`src/verilog/tcb_mem_pkg.sv`:
```
// shared bus widths and the request and lane structs, imported by the memory RTL and its bench
package tcb_mem_pkg;

////////////////////////////////////////
// bus geometry
////////////////////////////////////////

  // byte address width
  localparam int unsigned ABW = 12;
  // number of byte lanes on the data bus
  localparam int unsigned BEW = 4;
  // lane width in bits
  localparam int unsigned SLW = 8;

  // byte offset width inside one row
  localparam int unsigned BOW = $clog2(BEW);
  // row address width, the byte address without the lane offset
  localparam int unsigned RAW = ABW - BOW;

////////////////////////////////////////
// bus request
////////////////////////////////////////

  // one transfer as seen on the bus port
  // valid only while the transfer strobe is high
  typedef struct packed {
    // write enable, low for a read
    logic                    wen;
    // byte address, need not be aligned
    logic [ABW-1:0]          adr;
    // byte enables, bit b belongs to bus byte b
    logic [BEW-1:0]          ben;
    // write data, indexed by data lane
    logic [BEW-1:0][SLW-1:0] wdt;
  } tcb_req_t;

////////////////////////////////////////
// per lane request
////////////////////////////////////////

  // what one lane bank needs for a single cycle
  typedef struct packed {
    // read this lane, already gated by the strobe
    logic           ren;
    // write this lane, already gated by the strobe
    logic           wen;
    // row inside the bank, bank wraps it to its depth
    logic [RAW-1:0] row;
    // byte to write
    logic [SLW-1:0] wdt;
  } lane_req_t;

endpackage

```
`src/verilog/tcb_mem_req_rotate.sv`:
```
// combinational mapping of a possibly misaligned bus request onto the lane banks of the memory
module tcb_mem_req_rotate (
  // transfer strobe
  input  logic                                              trn,
  // bus request, valid with the strobe
  input  tcb_mem_pkg::tcb_req_t                             req,
  // one request per lane bank
  output tcb_mem_pkg::lane_req_t [tcb_mem_pkg::BEW-1:0]     lane
);

  import tcb_mem_pkg::*;

////////////////////////////////////////
// address split
////////////////////////////////////////

  // byte offset of bus byte 0 inside its row
  logic [BOW-1:0] off;
  // row holding bus byte 0
  logic [RAW-1:0] base;
  // the row after base, wraps at the top of the row space
  logic [RAW-1:0] next;

  assign off  = req.adr[BOW-1:0];
  assign base = req.adr[ABW-1:BOW];
  assign next = base + RAW'(1);

////////////////////////////////////////
// lane mapping
////////////////////////////////////////

  // bus byte b lands on lane (adr+b) mod BEW
  // so lane l serves bus byte (l-adr) mod BEW
  always_comb begin
    // bus byte served by the current lane
    logic [BOW-1:0] sel;
    // current lane enabled by its bus byte
    logic           ena;
    sel = '0;
    ena = 1'b0;
    for (int unsigned l = 0; l < BEW; l++) begin
      // subtraction wraps in BOW bits, which is the modulo
      sel = BOW'(l) - off;
      ena = req.ben[sel];
      // lanes below the offset hold bytes past the row boundary
      if (BOW'(l) < off) begin
        lane[l].row = next;
      end else begin
        lane[l].row = base;
      end
      // write data already sits on its lane
      lane[l].wdt = req.wdt[l];
      // strobe gates both enables
      lane[l].ren = trn & ~req.wen & ena;
      lane[l].wen = trn &  req.wen & ena;
    end
  end

endmodule

```
`src/verilog/tcb_mem_lane.sv`:
```
// one byte wide synchronous memory bank, instantiated once per data lane by the memory top
module tcb_mem_lane #(
  // number of rows, a power of two
  parameter int unsigned DEPTH = 64
)(
  // clock
  input  logic                        tcb,
  // lane request from the rotator
  input  tcb_mem_pkg::lane_req_t      req,
  // registered read byte
  output logic [tcb_mem_pkg::SLW-1:0] rdt
);

  import tcb_mem_pkg::*;

  // row index width inside the bank
  localparam int unsigned IDW = $clog2(DEPTH);

////////////////////////////////////////
// storage
////////////////////////////////////////

  // byte array for this lane
  logic [SLW-1:0] mem [0:DEPTH-1];

  // row wrapped to the bank depth
  // upper row bits drop out since DEPTH is a power of two
  logic [IDW-1:0] idx;

  assign idx = req.row[IDW-1:0];

////////////////////////////////////////
// access
////////////////////////////////////////

  // write on the edge of the strobe
  always_ff @(posedge tcb) begin
    if (req.wen) begin
      mem[idx] <= req.wdt;
    end
  end

  // read byte registered on the strobe edge
  // output holds while no read hits this lane
  always_ff @(posedge tcb) begin
    if (req.ren) begin
      rdt <= mem[idx];
    end
  end

endmodule

```
`src/verilog/tcb_mem_rsp_pipe.sv`:
```
// read response pipeline of the memory, adds the latency beyond the bank read cycle per lane
module tcb_mem_rsp_pipe #(
  // total read latency, 1 or more
  parameter int unsigned DLY = 1
)(
  // clock
  input  logic                                              tcb,
  // synchronous reset, active high
  input  logic                                              reset,
  // per lane read enables, same cycle as the strobe
  input  logic [tcb_mem_pkg::BEW-1:0]                       ren,
  // bank read bytes, one cycle after the strobe
  input  logic [tcb_mem_pkg::BEW-1:0][tcb_mem_pkg::SLW-1:0] lane_rdt,
  // bus read data
  output logic [tcb_mem_pkg::BEW-1:0][tcb_mem_pkg::SLW-1:0] rdt
);

  import tcb_mem_pkg::*;

  generate
  if (DLY == 1) begin : direct

    // bank register is the whole latency
    // banks already hold bytes that were not read
    assign rdt = lane_rdt;

  end else begin : stages

////////////////////////////////////////
// enable and data stages
////////////////////////////////////////

    // ren delayed by d cycles
    logic [BEW-1:0]          ena [1:DLY-1];
    // read data after stage d
    logic [BEW-1:0][SLW-1:0] dat [1:DLY-1];

    always_ff @(posedge tcb) begin
      if (reset) begin
        for (int unsigned d = 1; d < DLY; d++) begin
          ena[d] <= '0;
          dat[d] <= '0;
        end
      end else begin
        // first stage lines up with the bank output
        ena[1] <= ren;
        for (int unsigned l = 0; l < BEW; l++) begin
          if (ena[1][l]) begin
            dat[1][l] <= lane_rdt[l];
          end
        end
        // later stages, absent when DLY is 2
        for (int unsigned d = 2; d < DLY; d++) begin
          ena[d] <= ena[d-1];
          for (int unsigned l = 0; l < BEW; l++) begin
            // lanes not read keep their byte
            if (ena[d][l]) begin
              dat[d][l] <= dat[d-1][l];
            end
          end
        end
      end
    end

    // last stage drives the bus
    assign rdt = dat[DLY-1];

  end
  endgenerate

endmodule

```
`src/verilog/tcb_mem.sv`:
```
// byte addressed memory on one tightly coupled bus port, the top level instantiated by the bench
module tcb_mem #(
  // memory size in bytes, a power of two and a multiple of BEW
  parameter int unsigned SZ  = 256,
  // read latency in cycles, 1 or more
  parameter int unsigned DLY = 1
)(
  // clock
  input  logic                                              tcb,
  // synchronous reset, active high
  input  logic                                              reset,
  // one cycle transfer strobe
  input  logic                                              trn,
  // request, valid with the strobe
  input  tcb_mem_pkg::tcb_req_t                             req,
  // read data, DLY cycles after a read strobe
  output logic [tcb_mem_pkg::BEW-1:0][tcb_mem_pkg::SLW-1:0] rdt
);

  import tcb_mem_pkg::*;

////////////////////////////////////////
// internal wires
////////////////////////////////////////

  // rotated request per lane
  lane_req_t [BEW-1:0]          lane_req;
  // read enable per lane
  logic      [BEW-1:0]          lane_ren;
  // bank read byte per lane
  logic      [BEW-1:0][SLW-1:0] lane_rdt;

  // request rotator, all address arithmetic lives here
  tcb_mem_req_rotate rotate (
    .trn  (trn),
    .req  (req),
    .lane (lane_req)
  );

  // one bank per data lane
  generate
  for (genvar l = 0; l < BEW; l++) begin : lane
    tcb_mem_lane #(
      .DEPTH (SZ/BEW)
    ) bank (
      .tcb (tcb),
      .req (lane_req[l]),
      .rdt (lane_rdt[l])
    );
    // read enables travel on with the data
    assign lane_ren[l] = lane_req[l].ren;
  end
  endgenerate

  // response pipeline up to the full latency
  tcb_mem_rsp_pipe #(
    .DLY (DLY)
  ) rsp (
    .tcb      (tcb),
    .reset    (reset),
    .ren      (lane_ren),
    .lane_rdt (lane_rdt),
    .rdt      (rdt)
  );

endmodule

```
`config.mk`:
```
export PLATFORM = sky130hd
export DESIGN_NAME = tcb_mem
export DESIGN_NICKNAME = d
export VERILOG_FILES = /design/src/verilog/tcb_mem_pkg.sv /design/src/verilog/tcb_mem_req_rotate.sv /design/src/verilog/tcb_mem_lane.sv /design/src/verilog/tcb_mem_rsp_pipe.sv /design/src/verilog/tcb_mem.sv
export SDC_FILE = /design/constraint.sdc
export NUM_CORES = 2
export LEC_CHECK = 0
export BUFFER_PORTS_ARGS = -buffer_cell sky130_fd_sc_hd__buf_2
export CORE_UTILIZATION = 60
export CTS_BUF_LIST = sky130_fd_sc_hd__clkbuf_4 sky130_fd_sc_hd__clkbuf_8
export DETAILED_ROUTE_END_ITERATION = 6
export PLACE_DENSITY = 0.87
export SYNTH_ARGS = -nofsm -noshare
export SYNTH_HDL_FRONTEND = slang
export SYNTH_SLANG_ARGS = --single-unit
```
`constraint.sdc`:
```
create_clock -name tcb -period 3.9 [get_ports tcb]
set_input_delay 0.39 -clock tcb [delete_from_list [all_inputs] [get_ports tcb]]
set_output_delay 0.39 -clock tcb [all_outputs]
set_load 0.02 [all_outputs]
```
==> flow_summary.ini <==
[worst_hold_path]
whs_path_depth = 1
min-delay-start = req[7]
hold_path_class = in -> reg
worst_hold_path.endpoint = lane[0].bank.mem[43][7]

[route]
via_count = 51200
drt_iter0_drc = 7825
antenna_left = 0
drc_markers = 34
drt_pass1_iterations = 7
route.detailed.vias_per_inst = 6.58
avgRoutedWirePerCell_um = 27.0
wirelength_um = 210000

[yosys]
synth_sequential_area_ratio_pct = 76.4
yosys.area.top_type = sky130_fd_sc_hd__edfxtp_1
ys.flop_type = sky130_fd_sc_hd__edfxtp_1
synth.top_cells.by_count = sky130_fd_sc_hd__edfxtp_1, sky130_fd_sc_hd__nand2_1, sky130_fd_sc_hd__mux2i_1
distinct_cells_synth = 61
synth_edf_count = 2080
synth_largest_type_area_fraction_pct = 76.4
synth_area_leaders = sky130_fd_sc_hd__edfxtp_1, sky130_fd_sc_hd__mux2i_1, sky130_fd_sc_hd__nand2_1
ys_ff_latch = 2080
async_reset_ff_share_pct = 0
synth_nets = 5329
number_of_instances_in_the_synthesized_netlist = 5274
synth-warning-count = 0
synth.most_common_cell = sky130_fd_sc_hd__edfxtp_1
syn_avg_cell_area_um2 = 15.5
syn_area_um2 = 81800

[run_status]
status = finished, violations left
failed_checks = design-rule violations

[floorplan]
die_w_um = 371
row_count = 135
design.portCount = 84
placeableCoreArea_um2 = 135000
chipHeight_um = 371
die_area_um2 = 138000
initial_core_util_pct = 60.4

[sta]
timing.fmax_ghz = 0.335
rsz0062_at_grt = false
drv_slew = 0
worst_slew_margin_rel_pct = 9.20
finalCriticalPeriod_ns = 2.98
setup_total_negative_slack_ns = 0
timing_hold_violations_final = 0
tightestPinTransition_ns = 1.34
finalSetupViolations = 0
final.setup_skew_ns = 0.0729
final.hold.worst_slack_ns = 0.0817
final.period_utilization_pct = 76.4

[critical_path]
timing.critical_path.arrival_ns = 3.85
startpoint_type_of_the_worst_setup_path = input pin
critical_path.startpoint = req[36]
path_class = in -> reg
worst_r2r_startpoint = lane[3].bank.mem[37][3]
cp.required_ns = 4.77
reg2regPathDepth = 4
reg2reg_to = lane[3].bank.rdt[3]
critical_path.endpoint_type = flop
critPathMaxFanout = 18
worst-r2r-setup-slack_ns = 1.38

[finish]
finish.net_count = 5821
post-route-util_pct = 68.7
area_delta_synth_final_pct = 13.7
layout-drive-gt1-share_pct = 18.9

[clock_network]
clkSinkCount = 2080
tritoncts = built
post-cts-setup-buffers = 0
number_of_h_tree_levels = 5
clkSlewWorstSetupHoldPaths_ns = 0.06
ctsResizeCount = 0
clock_latency_ns = 1.01
tritoncts.num_buffers = 321
root_buffer_master = sky130_fd_sc_hd__clkbuf_8
cts_hold_buffers = 15
clock_path_buffers = 4

[power]
switchingPower_w = 0.0106
power.density_nw_per_um2 = 492
p_int_w = 0.0351
vdd_ir_drop_max_mv = 0.316
leak_pwr_nw = 31.7
p_sw_share_pct = 23.2
clock_power_share_pct = 37.9
finalPower_w = 0.0457
share_seq_of_total_power_pct = 54.1
combinationalPowerShare_pct = 8.0

[job]
cap_violations = 0

[placement]
io_buffer_count = 78
gpl.final_weighted_congestion = 0.927
post-dp-hpwl_um = 123000

[grt]
grt_pass1_wl_um = 310000
antenna_found_initial = 11
grt_max_degree = 79
globalRouteTotalUtil_pct = 30.3
vias_in_the_first_global_route = 51000
grt.overflow.total = 0
==> cell families (layout without fill, tap and decap cells) <==
family / count (synthesis) / count (layout) / synth area share (%)
compound gates: 775 / 775 / 5.63
xor+xnor: 13 / 13 / 0.158
fa+ha+maj: 3 / 3 / 0.0459
buf+inv: 366 / 1079 / 2.00
flops: 2080 / 2080 / 76.4
mux: 566 / 566 / 7.80
other cells: 0 / 7 / 0
simple gates: 1471 / 1471 / 7.97
==> worst max-delay path, cell delays in order <==
cell and delay, ns:
sky130_fd_sc_hd__buf_2 0.20, sky130_fd_sc_hd__inv_1 0.07, sky130_fd_sc_hd__ha_1 0.26, sky130_fd_sc_hd__buf_4 0.24, sky130_fd_sc_hd__nand4b_1 0.34, sky130_fd_sc_hd__mux2i_2 1.11, sky130_fd_sc_hd__nor4_1 0.22, sky130_fd_sc_hd__nor4_1 0.71
sky130_fd_sc_hd__mux2_2 0.29
==> routing by layer <==
layer,up-vias,wire length [um],global-route usage (%)
met5,-,50,0
met4,8,11800,15.6
met2,4195,99500,48.0
li1,21300,-,-
met1,24800,70300,38.7
met3,879,28300,8.20
==> worst max path at each step <==
stage                              end  slack (ns)  cells past startpoint
2_1_floorplan  lane[0].bank.mem[10][0]        0.93                     11
3_3_place_gp       lane[2].bank.rdt[0]        0.21                      9
3_5_place_dp   lane[2].bank.mem[37][3]        0.13                      7
4_1_cts            lane[0].bank.rdt[4]        1.11                      9
5_1_grt            lane[0].bank.rdt[4]        0.92                      9
6_report           lane[0].bank.rdt[4]        0.92                      9
==> per-stage QoR <==
step	worst slack [ns]	std cells	area, um2
after floorplan	0.928	5274	81800
after global placement	0.215	7209	86800
after detailed placement	0.130	7209	86800
after CTS	1.11	7768	92900
after global routing	0.917	7772	92900
final	0.919	7775	92900
==> power groups by stage <==
stage               registers [W]  clock network, W  logic (W)
finish                     0.0247            0.0173    0.00366
global placement           0.0252                 0    0.00336
detailed placement         0.0252                 0    0.00348
floorplan                  0.0252                 0    0.00195
CTS                        0.0247            0.0173    0.00355
global route               0.0247            0.0183    0.00379
==> sequential cells by signal (all words and copies together) (netlist names) <==
signal	count
lane.bank.rdt	32
lane.bank.mem	2048
==> placed cells by master (no fill, tap or decap), drive strengths merged, types with 50 or more instances in the layout <==
| master | count |
|---|---|
| o22ai | 229 |
| nor4 | 241 |
| nand2 | 804 |
| mux4 | 52 |
| mux2i | 465 |
| clkbuf | 435 |
| clkinv | 99 |
| a21oi | 403 |
| a221oi | 50 |
| nor2 | 296 |
| buf | 513 |
| edfxtp | 2080 |
==> cell type report <==
type / count / area (um2)
antenna: 7 / 17.5
clock buffer: 434 / 5300
clock inverter: 110 / 663
fill: 7693 / 42400
inverter: 6 / 22.5
multi-input combinational: 2828 / 17900
sequential: 2080 / 62500
tap: 1781 / 2230
timing repair buffer: 529 / 4330
No activity file was read; power rests on OpenSTA's default activity.
